## config.mk

```make
export PLATFORM = sky130hd
export DESIGN_NAME = io_timer
export DESIGN_NICKNAME = d
export VERILOG_FILES = /design/src/hw/io_pkg.sv /design/src/hw/io_timer.sv
export SDC_FILE = /design/constraint.sdc
export NUM_CORES = 1
export LEC_CHECK = 0
export BUFFER_PORTS_ARGS = -buffer_cell sky130_fd_sc_hd__buf_2
export CORE_MARGIN = 3
export CORE_UTILIZATION = 30
export CTS_BUF_LIST = sky130_fd_sc_hd__clkbuf_2
export DETAILED_ROUTE_END_ITERATION = 7
export PLACE_DENSITY = 0.47
export SYNTH_ARGS = -nofsm -noshare
export SYNTH_HDL_FRONTEND = slang
export SYNTH_SLANG_ARGS = --single-unit
```

## constraint.sdc

```tcl
create_clock -name CLK -period 3.05 [get_ports CLK]
set_clock_uncertainty 0.05 [all_clocks]
set_input_delay 0.1525 -clock CLK [delete_from_list [all_inputs] [get_ports CLK]]
set_output_delay 0.1525 -clock CLK [all_outputs]
set_load 0.05 [all_outputs]
```

## src/hw/io_pkg.sv

```systemverilog
//~~~~~~~~~~~~~~~~~~~~~~~~~~~~~~~~~~~~~~~~~~~~~~~~~~~~~~~~~~~~~~~~~~~~
// io_pkg: shared widths, address map, register offsets and
// interrupt source indices of the IO port subsystem
//~~~~~~~~~~~~~~~~~~~~~~~~~~~~~~~~~~~~~~~~~~~~~~~~~~~~~~~~~~~~~~~~~~~~
package io_pkg;

	localparam int DATA_W     = 16;
	localparam int ADDR_W     = 16;
	localparam int REGION_W   = 4;	// upper address nibble
	localparam int REG_SEL_W  = 4;
	localparam int RAM_ADDR_W = 9;
	localparam int RAM_DEPTH  = 512;

	typedef logic [DATA_W-1:0]     data_t;
	typedef logic [ADDR_W-1:0]     addr_t;
	typedef logic [REGION_W-1:0]   region_t;
	typedef logic [REG_SEL_W-1:0]  reg_sel_t;
	typedef logic [RAM_ADDR_W-1:0] ram_addr_t;

	typedef struct packed {
		addr_t addr;
		data_t wdata;
		logic  wr;
	} io_req_t;

	// address windows
	localparam region_t REGION_GPIO    = 4'h1;
	localparam region_t REGION_IRQ     = 4'h7;
	localparam region_t REGION_SCRATCH = 4'h8;
	localparam region_t REGION_TIMER   = 4'h9;

	localparam reg_sel_t TIMER_RELOAD = 4'd0;	// also loads the count
	localparam reg_sel_t TIMER_CTRL   = 4'd1;	// bit 0 enable
	localparam reg_sel_t TIMER_COUNT  = 4'd2;	// read only

	localparam reg_sel_t GPIO_OUT       = 4'd0;
	localparam reg_sel_t GPIO_IN        = 4'd1;
	localparam reg_sel_t GPIO_EDGE_MASK = 4'd2;

	localparam reg_sel_t IRQ_PENDING = 4'd0;	// write 1 to clear
	localparam reg_sel_t IRQ_ENABLE  = 4'd1;

	localparam int GPIO_IN_BITS  = 6;
	localparam int GPIO_OUT_BITS = 4;

	localparam int IRQ_SOURCES = 2;
	localparam int IRQ_TIMER   = 0;
	localparam int IRQ_GPIO    = 1;

	typedef logic [IRQ_SOURCES-1:0] irq_vec_t;

endpackage

```

## src/hw/io_timer.sv

```systemverilog
//~~~~~~~~~~~~~~~~~~~~~~~~~~~~~~~~~~~~~~~~~~~~~~~~~~~~~~~~~~~~~~~~~~~~
// io_timer: reloadable countdown timer, one event per period
//~~~~~~~~~~~~~~~~~~~~~~~~~~~~~~~~~~~~~~~~~~~~~~~~~~~~~~~~~~~~~~~~~~~~
`timescale 1ns/1ps

module io_timer (
	input  logic            CLK,
	input  logic            RSTb,
	input  io_pkg::io_req_t req,
	input  logic            wr,
	output io_pkg::data_t   rdata,
	output logic            timer_event
);
	import io_pkg::*;

	reg_sel_t reg_sel;
	data_t    reload_q;
	data_t    count_q;
	logic     enable_q;

	assign reg_sel = req.addr[REG_SEL_W-1:0];

	always_ff @(posedge CLK) begin
		if (!RSTb) begin
			reload_q    <= '0;
			count_q     <= '0;
			enable_q    <= 1'b0;
			timer_event <= 1'b0;
		end else begin
			timer_event <= 1'b0;
			if (wr && reg_sel == TIMER_RELOAD) begin
				reload_q <= req.wdata;
				count_q  <= req.wdata;	// restart from the new value
			end else if (enable_q) begin
				if (count_q == '0) begin
					count_q     <= reload_q;
					timer_event <= 1'b1;	// period is reload + 1
				end else begin
					count_q <= count_q - 1'b1;
				end
			end
			if (wr && reg_sel == TIMER_CTRL)
				enable_q <= req.wdata[0];
		end
	end

	// read word follows the current address
	always_comb begin
		case (reg_sel)
			TIMER_RELOAD: rdata = reload_q;
			TIMER_CTRL:   rdata = data_t'(enable_q);
			TIMER_COUNT:  rdata = count_q;
			default:      rdata = '0;
		endcase
	end

endmodule

```

# == After elaboration in Yosys (flattened, before gate mapping) ==
# Index checks and enable logic that the tools add are counted.
# classes
add_sub_neg,1
n_bitwise,2
muxes,5
reduce_logical,6
eq_ne,2
# op_table
op,count
2-to-1 mux 16 bit,3
case mux 16 bit (3 select lines),1
zero test 16 bit,1
subtractor 16 x 1 -> 16 bit (second input constant),1
equality test 4 x 1 -> 1 bit (second input constant),1
equality test 4 x 2 -> 1 bit (second input constant),1
zero test 4 bit,1
OR reduction 3 bit,1
logical AND 1 bit,2
inverter 1 bit,2
nonzero test 2 bit,1
2-to-1 mux 1 bit,1
# word_totals
out_inout_bits,17
in_bits,36
reg_bits,34
elab_cells,20

# == Logic depth before layout (Yosys ltp) ==
# Gate-level depths: netlist (run 1).
# depth
depth_word,4
ltp_mapped,7
depth_no_buf,6

# == Worst setup path before layout (run 1) ==
# No wires, ideal clock.
# synth_timing
path_kind,reg2reg
start,reg count_q[0]
end,reg count_q[9]
synth_period_minus_slack_ns,2.210
path_buffers,1
setup_ns,0.134
arrival_time_ns,2.026
t_required_ns,2.866
stages_incl_launch_ff,8
path_slack_ns,0.840
cell_sequence,dfxtp_1 inv_1 ha_1 or4b_4 or4_4 buf_6 o221ai_1 o22ai_1
# synth_via
elab_chain_len,4
elab_cells_between_ends,5
classes_between,add/sub: 1; mux: 3; reduce/logical: 1
# synth_rtl
item,line_no,rtl
from (decl),io_timer.sv:18,data_t count_q;
from (signal assigned),io_timer.sv:33,count_q <= req.wdata;
from (signal assigned),io_timer.sv:36,count_q <= reload_q;
from (signal assigned),io_timer.sv:39,count_q <= count_q - 1'b1;
subtractor 16 x 1 -> 16 bit or zero test 16 bit (tied branches),"io_timer.sv:39, io_timer.sv:35",
2-to-1 mux 16 bit (*),io_timer.sv:35,if (count_q == '0) begin
2-to-1 mux 16 bit (*),io_timer.sv:34,end else if (enable_q) begin
2-to-1 mux 16 bit (*),io_timer.sv:31,if (wr && reg_sel == TIMER_RELOAD) begin
# Every way passes the cells marked *; elsewhere a longest branch is shown, timed or not. The select of a mux whose other input is x is not followed.
# A chain may end at the register's enable or synchronous reset.

# == Final worst setup path (run 1) ==
# layout_timing
start,reg count_q[0]
end,reg count_q[12]
# The elaborated chain is that of the path after synthesis.

==> impl_results.md, run 1 <==
* Area growth, synth to finish at 21.9%
* Initial Utilization at 0.312
* Largest net degree at the start of global routing at 29
* Clock power frac at 0.228
* Hold Crit Depth at 3
* Clock buffer depth at 2
* PwrDens at between 300 and 400 mW/mm^2
* Sw power at about 340 uW
* I/O Buffers at 39
* I/O pin total at 53
* Initial antenna violation count at 0
* Status: complete, no violations
* Grt ovf at 0
* Num Clock Sinks at 34
* Gr usage total at 0.167
* Unrepaired setup endpoints after global routing: no
* Synth Warn # at 0
* Crit-path max FO at 13
* Register area share after synthesis at 0.317
* Reg clk slew, reported paths at between 0.15 and 0.2 ns
* Main area contributors after synthesis: dfxtp_1 32%, a22o_1 6.5%, nand2_1 5.6%, a21oi_1 5.1%, clkbuf_1 3.0%
* Hpwl dp at around 4500 microns
* Post-synth EDFFs at 0
* Asr flop ratio synth at 0
* Drt drc at 0
* Routed wire length at just under 7000 microns
* Reg-to-Reg Start: count_q[0]$_SDFFE_PN0P_
* Cell-internal power at around 640 uW
* Max-slew violations at 0
* Fmax at between 0.4 and 0.5 GHz
* Synth Net Count at 300
* Leak pwr at around 0.001 uW
* Hold Crit Class: input port to flip-flop
* Post-synthesis average cell area at ~8 sq um
* R2R Setup Slk at 0.57 ns
* Die Height at between 90 and 100 microns
* H-tree lvl count at 2
* Area of the multi-input gates at 0.00132 sq mm
* Core Box Area at around 0.007 sq mm
* Clk Latency, worst-skew pair at between 0.3 and 0.4 ns
* Comb power frac at 0.290
* Yosys top cell area share at 0.317
* Worst EP arrival at between 2 and 3 ns
* Die area at 0.00820 sq mm
* First-pass GRT wire length at 11100 microns
* Final Util at 0.381
* Synthesized area at 0.00215 sq mm
* Final WS setup at about 0.57 ns
* Final #Nets at ~350
* Routed Antenna Nets at 0
* Yosys reg bits at 34
* Mapped Cells at 262
* VDD IR max at between 0.1 and 0.15 mV
* Slew margin rel. at 0.473
* DR vias/cell at ~5.5
* Layout cell share with drive strength beyond 1 at 0.218
* CTS Buf Count at 5
* Reg-to-reg endpoint: count_q[12]$_SDFFE_PN0P_
* Final hold slack at approximately 0.09 ns
* CP Class: flip-flop to flip-flop
* Most frequent cells in the layout: 39 x buf_2, 34 x dfxtp_1, 32 x nand2_1
* 1st-pass router iterations at 4
* Antenna cell count at 0
* Fin. Hold Viols at 0
* Hold Crit Start: RSTb
* CTS tree: done
* Startpoint types: flip-flop
* Worst-Margin Slew at 0.784 ns
* Die W at 90.6 microns
* Wirelength per Cell at roughly 17 microns
* Hold Crit Endpoint: count_q[8]$_SDFFE_PN0P_
* Final Setup Violations at 0
* Floorplan row count at 30
* Critical Path RT at 3.28 ns
* Layout Cells excl Fill at ~400
* CTS root buffer: clkbuf_2
* Sw Ratio at 0.350
* Area leader, netlist: dfxtp_1
* Post-synthesis cell type count at 54
* Inst Count DP at 382
* Crit end category: flip-flop
* Fillers at between 700 and 800
* MaxCap Viol Count at 0
* Fin crit share at 0.814
* Cts repair resizes at 0
* Vias in the first global route at 2132
* Storage cell area at just under 700 sq um
* Pre-CTS WS at 0.611 ns
* Sequential Power Share at 0.482
* TNS Setup at 0 ns
* Gp weighted congestion at around 0.8
* Commonest non-fill, non-tap cell in the layout: buf_2
* Ys flop type: dfxtp_1
* Initial DRC count at 151
* R2R depth at 6
* Via Count at 2205
* Min Clock Period, post-route at ~2.5 ns
-- Yosys cell counts (7+ instances only) --
cell type	count
inv_1	9
dfxtp_1	34
clkbuf_1	17
nand3b_1	7
o311ai_0	7
a21oi_1	22
nand2_1	32
nor2_1	10
a22o_1	16
nor3_1	9
nand3_1	7
nor4_1	8
-- per-layer routing --
layer / share of wire / vias up / GRT usage
li1: - / 1097 / -
met1: 0.49 / 1050 / 0.236
met2: 0.46 / 53 / 0.264
met3: 0.041 / 5 / 0.0267
met4: 0.0066 / 0 / 0.0408
met5: 0 / - / 0
-- logic make-up after synthesis --
group,count (synthesis),synth area share
mux,5,0.0239
xor+xnor,7,0.0286
compound gates,84,0.295
simple gates,96,0.251
buf+inv,34,0.0723
flops,34,0.317
fa+ha+maj,2,0.0117
-- worst max-delay path, stage by stage (launching register included) --
cell,delay (ns)
dfxtp_1,0.41
inv_1,0.12
ha_1,0.17
or4b_4,0.51
or4_4,0.68
a2111oi_4,0.36
a211oi_2,0.07
-- power groups by stage --
stage / Combinational, uW / Clock [uW] / Sequential [uW]
6_report: 285 / 224 / 474
3_5_place_dp: 270 / 0 / 482
2_1_floorplan: 202 / 0 / 475
3_3_place_gp: 272 / 0 / 482
5_1_grt: 310 / 248 / 477
4_1_cts: 285 / 227 / 473
-- how the worst max path moves through the flow --
stage | from | to | slack [ns] | cells past startpoint
global route | count_q[0]$_SDFFE_PN0P_ | count_q[14]$_SDFFE_PN0P_ | 0.47 | 6
detailed placement | count_q[0]$_SDFFE_PN0P_ | count_q[12]$_SDFFE_PN0P_ | 0.61 | 6
global placement | count_q[0]$_SDFFE_PN0P_ | count_q[5]$_SDFFE_PN0P_ | 0.62 | 6
CTS | count_q[0]$_SDFFE_PN0P_ | count_q[12]$_SDFFE_PN0P_ | 0.57 | 6
floorplan | count_q[0]$_SDFFE_PN0P_ | count_q[9]$_SDFFE_PN0P_ | 0.84 | 7
finish | count_q[0]$_SDFFE_PN0P_ | count_q[12]$_SDFFE_PN0P_ | 0.57 | 6
-- registers in the layout (all words and copies together), names as in the netlist --
register and flops:
reload_q 16, timer_event 1, count_q 16, enable_q 1
-- what timing repair did --
item | in CTS | in global routing
hold buffers | 14 | 0
hold endpoints to repair | 16 | 0
buffers inserted | 0 | 0
-- area by class of cell --
class	count	share of cell area
clock buffers	6	0.0115
clock inverters	2	0.00335
inverters	10	0.0144
multi-input cells	194	0.506
flip-flops and latches	34	0.260
well taps	96	0.0459
repair buffers	62	0.159
-- through the flow --
step | instance area, sq um | power, uW
finish | 2620 | 982
global route | 2620 | 1030
CTS | 2620 | 986
detailed placement | 2440 | 753
global placement | 2440 | 754
floorplan | 2150 | 677
(Power assumes the default switching activity.)
==> inputs of run 2 (changes only) <==
- PLACE_DENSITY: 0.47 -> 0.49
- clock period: 3.05 -> 2 ns (I/O delays scaled with it)
==> run 2 against run 1 <==
Effect of this change:
- the flow now finishes with violations (setup timing)
- sequential share of layout area fell by 3.3 points
- sequential cell count did not move
- power rose by 69%
- die area did not move
- critical path type unchanged
- largest power group unchanged
- highest routed layer unchanged
==> impl_results.md, run 2 (synthesis results as in run 1) <==
* CP bufs+invs at 2
* CTS Buf Count at 5
* I/O Buffers at 39
* Clock buffer depth at 2
* Final #Nets at 380
* PwrDens at about 550 mW/mm^2
* Final WS setup at -0.236 ns
* Wirelength per Cell at between 15 and 20 microns
* Drt drc at 0
* First-pass GRT wire length at about 12000 microns
* 1st-pass router iterations at 4
* CP delay by family, top: simple AND/OR/NAND/NOR gates
* Slowest cell delay on critical path at around 0.60 ns
* Inst Count DP at roughly 420
* Fin. Hold Viols at 0
* Final Util at 0.438
* Commonest non-fill, non-tap cell in the layout: buf_4
* Num Clock Sinks at 34
* Slowest-stage cell, CP: or4_4
* Failing checks: setup timing
* Gp weighted congestion at just under 0.9
* Core Box Area at just under 0.007 sq mm
* Max-slew violations at 0
* Initial DRC count at ~130
* Fin crit share at 1.12
* Initial antenna violation count at 0
* Reg clk slew, reported paths at about 0.19 ns
* Clk Latency, worst-skew pair at around 0.39 ns
* Hold Crit Class: input port to flip-flop
* Leak pwr at between 0.001 and 0.0015 uW
* Slew margin rel. at 0.449
* Final Setup Violations at 15
* Worst EP arrival at 2.51 ns
* Hpwl dp at approximately 5300 microns
* Fmax at ~0.45 GHz
* Initial Utilization at 0.312
* H-tree lvl count at 2
* Min Clock Period, post-route at 2.24 ns
* Routed wire length at around 7500 microns
* CTS tree: done
* Most frequent cells in the layout: 41 x buf_4, 39 x buf_2, 32 x nand2_1, 32 x dfxtp_1, 22 x a21oi_1
* Status: finished with violations
* CP Class: flip-flop to flip-flop
* Critical Path, Cell by Cell: inv_2 > ha_4 > or4b_4 > or4_4 > buf_12 > and3_4 > o22ai_1
* Regs by FF count: count_q x16, reload_q x16
* Crit-path max FO at 7
* Layout Cells excl Fill at 438
* Unrepaired setup endpoints after global routing: yes
* Floorplan row count at 30
* Die Height at about 91 microns
* Pre-CTS WS at -0.213 ns
* Die W at just over 90 microns
* VDD IR max at 0.299 mV
* Worst-Margin Slew at ~0.83 ns
* Via Count at 2358
* Routed Antenna Nets at 0
* Largest net degree at the start of global routing at 19
* DR vias/cell at roughly 5.4
* Die area at between 0.008 and 0.009 sq mm
* Crit end category: flip-flop
* Layout cell share with drive strength beyond 1 at 0.351
* Vias in the first global route at roughly 2300
* Antenna cell count at 0
* Area growth, synth to finish at 40.2%
* MaxCap Viol Count at 0
* Startpoint types: flip-flop
* CTS root buffer: clkbuf_2
* Grt ovf at 0
* Critical Path RT at approximately 2.3 ns
* Gr usage total at 0.182
* I/O pin total at 53
[run 2: final timing paths]
kind / start / to / slack, ns / cells after the start
min reg2reg: reload_q[5]$_SDFFE_PN0P_ / reload_q[5]$_SDFFE_PN0P_ / 0.44 / 2
max: count_q[1]$_SDFFE_PN0P_ / count_q[9]$_SDFFE_PN0P_ / -0.24 / 7
min: req[8] / reload_q[7]$_SDFFE_PN0P_ / 0.06 / 4
max reg2reg: count_q[1]$_SDFFE_PN0P_ / count_q[9]$_SDFFE_PN0P_ / -0.24 / 7
[run 2: worst min-delay path: stages]
cell and delay [ns]:
buf_2 0.08, and3_1 0.17, a21oi_1 0.05, nor2_1 0.07
[run 2: cell type report]
cell class | instances | area [sq um]
multi-input cells | 194 | 1440
fillers | 707 | 3860
clock inverters | 2 | 10.0
repair buffers | 97 | 694
flip-flops and latches | 34 | 683
inverters | 10 | 37.5
well taps | 96 | 120
clock buffers | 5 | 25.0
[run 2: timing repair]
action | 4_1_cts | 5_1_grt
cloned | 0 | 0
setup buffers | 0 | 0
setup endpoints to repair | 16 | 16
hold buffers | 14 | 0
pin swaps | 6 | 1
resized for setup | 5 | 9
endpoints found under the hold margin | 21 | 0
[run 2: layer usage]
layer / track usage / wire length [microns]
met4: 0.0638 / 86
met3: 0.0308 / 298
met1: 0.251 / 3710
met2: 0.287 / 3410
met5: 0 / 0
[run 2: report_power, final]
| group | total, uW | internal [uW] | leakage, uW | switching, uW |
|---|---|---|---|---|
| Combinational | 622 | 307 | 0.000904 | 315 |
| Clock | 332 | 75.8 | 0.0000286 | 256 |
| Sequential | 706 | 696 | 0.000276 | 10.8 |
| Total | 1660 | 1080 | 0.00121 | 582 |
[run 2: per-stage QoR]
stage                     hold slack (ns)  area [sq um]  power [uW]  TNS, ns
after global routing               0.0413          3010        1760    -3.97
after CTS                          0.0423          2960        1650    -2.59
after floorplan                     0.186          2190        1040    -1.75
after global placement              0.302          2750        1280    -2.22
final                              0.0587          3010        1660    -2.53
after detailed placement            0.308          2750        1280    -2.48
==> inputs of run 3 (changes only) <==
==> constraint.sdc (replaced) <==
create_clock -name CLK -period 2 [get_ports CLK]
set_clock_uncertainty 0.05 [all_clocks]
set_input_delay 0.5 -clock CLK [delete_from_list [all_inputs] [get_ports CLK]]
set_output_delay 0.5 -clock CLK [all_outputs]
set_load 0.05 [all_outputs]
==> run 3 against run 2 <==
Effect of this change:
- the flow still finishes with violations (setup timing)
- non-clock buffer count rose by 2
- core utilization rose by 5.8 points
- sequential share of layout area fell by 2.6 points
- worst setup slack improved by 0.018 ns
- via count rose by 2.4%
- first-iteration DRC count rose by 30%
- global-route usage rose by 1.3 points
- clock-buffer cell count rose by 1
- sequential cell count did not move
- clock power rose by 6.6%
- critical path type unchanged
- critical endpoint is now count_q[12]$_SDFFE_PN0P_
- largest power group unchanged
==> impl_results.md, run 3 (synthesis results as in run 1) <==
* CP Class: flip-flop to flip-flop
* R2R depth at 7
* Routed wire length at roughly 8000 microns
* Crit-path max FO at 6
* Worst-Margin Slew at 0.535 ns
* Min Clock Period, post-route at 2.22 ns
* Cts hold-fix bufs at 0
* Hold Crit Depth at 3
* Reg-to-Reg Start: count_q[0]$_SDFFE_PN0P_
* Max-slew violations at 0
* Gr usage total at 0.196
* Wirelength per Cell at 17.9 microns
* MaxCap Viol Count at 0
* PwrDens at roughly 500 mW/mm^2
* Fmax at approximately 0.45 GHz
* Hold Crit Start: req[7]
* Most frequent cells in the layout: 48 x buf_4, 32 x nand2_1, 30 x dfxtp_1
* Die area at approximately 0.0082 sq mm
* M1 GR Usage at 0.278
* Fin. Hold Viols at 0
* Final #Nets at between 300 and 400
* Drt drc at 0
* Largest net degree at the start of global routing at 18
* Failing checks: setup timing
* Area growth, synth to finish at 58.8%
* Regs by FF count: count_q x16, reload_q x16
* Clk Latency, worst-skew pair at roughly 0.42 ns
* Sw power at roughly 610 uW
* Grt ovf at 0
* Clock power frac at 0.209
* Sequential Power Share at 0.417
* Gp weighted congestion at roughly 0.8
* Die Height at 90.6 microns
* Final WS setup at -0.218 ns
* Worst EP arrival at 2.46 ns
* DR vias/cell at 5.48
* Status: finished with violations
* CTS tree: done
* Startpoint types: flip-flop
* VDD IR max at 0.223 mV
* GRT met3 Usage at 0.0408
* I/O pin total at 53
* Final Setup Violations at 31
* Critical Path RT at ~2.2 ns
* CTS root buffer: clkbuf_2
* Routed Antenna Nets at 0
* Core Box Area at between 0.006 and 0.007 sq mm
* Clock buffer depth at 2
* Antenna cell count at 0
* Hold Crit Class: input port to flip-flop
* Hpwl dp at around 5300 microns
* Reg-to-reg endpoint: count_q[12]$_SDFFE_PN0P_
* H-tree lvl count at 2
* First-pass GRT wire length at around 13000 microns
* Layout cell share with drive strength beyond 1 at 0.449
* Unrepaired setup endpoints after global routing: yes
* Crit end category: flip-flop
* Hold Crit Endpoint: reload_q[6]$_SDFFE_PN0P_
* Commonest non-fill, non-tap cell in the layout: buf_4
* Most Crowded Layer GR: met2
* Initial DRC count at between 150 and 200
* Vias in the first global route at ~2300
* Num Clock Sinks at 34
* Sw Ratio at 0.358
* I/O Buffers at 39
* CTS Buf Count at 5
* Fin crit share at 1.11
* Die W at slightly above 90 microns
* Initial antenna violation count at 0
* R2R Setup Slk at -0.22 ns
* Initial Utilization at 0.312
* Comb power frac at 0.374
* Floorplan row count at 30
* Slew margin rel. at 0.643
* Final Util at 0.496
* Via Count at between 2000 and 2500
* Cell-internal power at between 1000 and 1500 uW
* Final hold slack at 0.243 ns
* 1st-pass router iterations at 4
* M2 GR Usage at 0.303
* Leak pwr at around 0.0014 uW
* Reg clk slew, reported paths at approximately 0.23 ns
[run 3: layout make-up]
class | instances | area (sq um)
repair buffers | 99 | 935
flip-flops and latches | 34 | 686
fillers | 676 | 3460
clock buffers | 6 | 30.0
inverters | 10 | 37.5
multi-input cells | 194 | 1590
well taps | 96 | 120
clock inverters | 2 | 8.76
[run 3: what timing repair did]
action | CTS | global route
pin swaps | 11 | 21
gates cloned | 2 | 0
setup endpoints to repair | 32 | 40
gates resized for setup | 64 | 19
setup buffers | 2 | 2
[run 3: worst max path at each step]
| stage | startpoint | end | depth (start not counted) |
|---|---|---|---|
| 2_1_floorplan | count_q[0]$_SDFFE_PN0P_ | count_q[10]$_SDFFE_PN0P_ | 7 |
| 3_3_place_gp | count_q[0]$_SDFFE_PN0P_ | count_q[7]$_SDFFE_PN0P_ | 7 |
| 3_5_place_dp | req[17] | count_q[6]$_SDFFE_PN0P_ | 8 |
| 4_1_cts | count_q[0]$_SDFFE_PN0P_ | count_q[0]$_SDFFE_PN0P_ | 7 |
| 5_1_grt | count_q[0]$_SDFFE_PN0P_ | count_q[12]$_SDFFE_PN0P_ | 7 |
| 6_report | count_q[0]$_SDFFE_PN0P_ | count_q[12]$_SDFFE_PN0P_ | 7 |
[run 3: through the flow]
stage	setup TNS, ns	instance area, sq um	cells	total power (uW)	setup slack, ns
floorplan	-2.23	2350	262	1050	-0.173
global route	-5.30	3410	441	1780	-0.314
finish	-3.11	3410	441	1690	-0.218
detailed placement	-7.64	2960	427	1270	-0.255
CTS	-4.08	3310	439	1670	-0.201
global placement	-6.92	2960	427	1270	-0.220
[run 3: power by group through the flow]
stage	clock, uW	combinational [uW]	sequential (uW)
2_1_floorplan	0	320	727
3_3_place_gp	0	545	720
3_5_place_dp	0	547	720
4_1_cts	361	605	707
5_1_grt	387	685	709
6_report	354	633	707
[run 3: critical path: stages (launching register included)]
cell	delay, ns
dfxtp_2	0.36
inv_2	0.07
ha_4	0.12
or4b_4	0.48
or4_4	0.63
buf_6	0.16
a2111oi_4	0.19
a211oi_2	0.05
[run 3: layer usage]
| layer | routed length [microns] | up-vias |
|---|---|---|
| li1 | - | 1167 |
| met1 | 3590 | 1173 |
| met2 | 3670 | 68 |
| met3 | 519 | 7 |
| met4 | 90 | 0 |
| met5 | 0 | - |
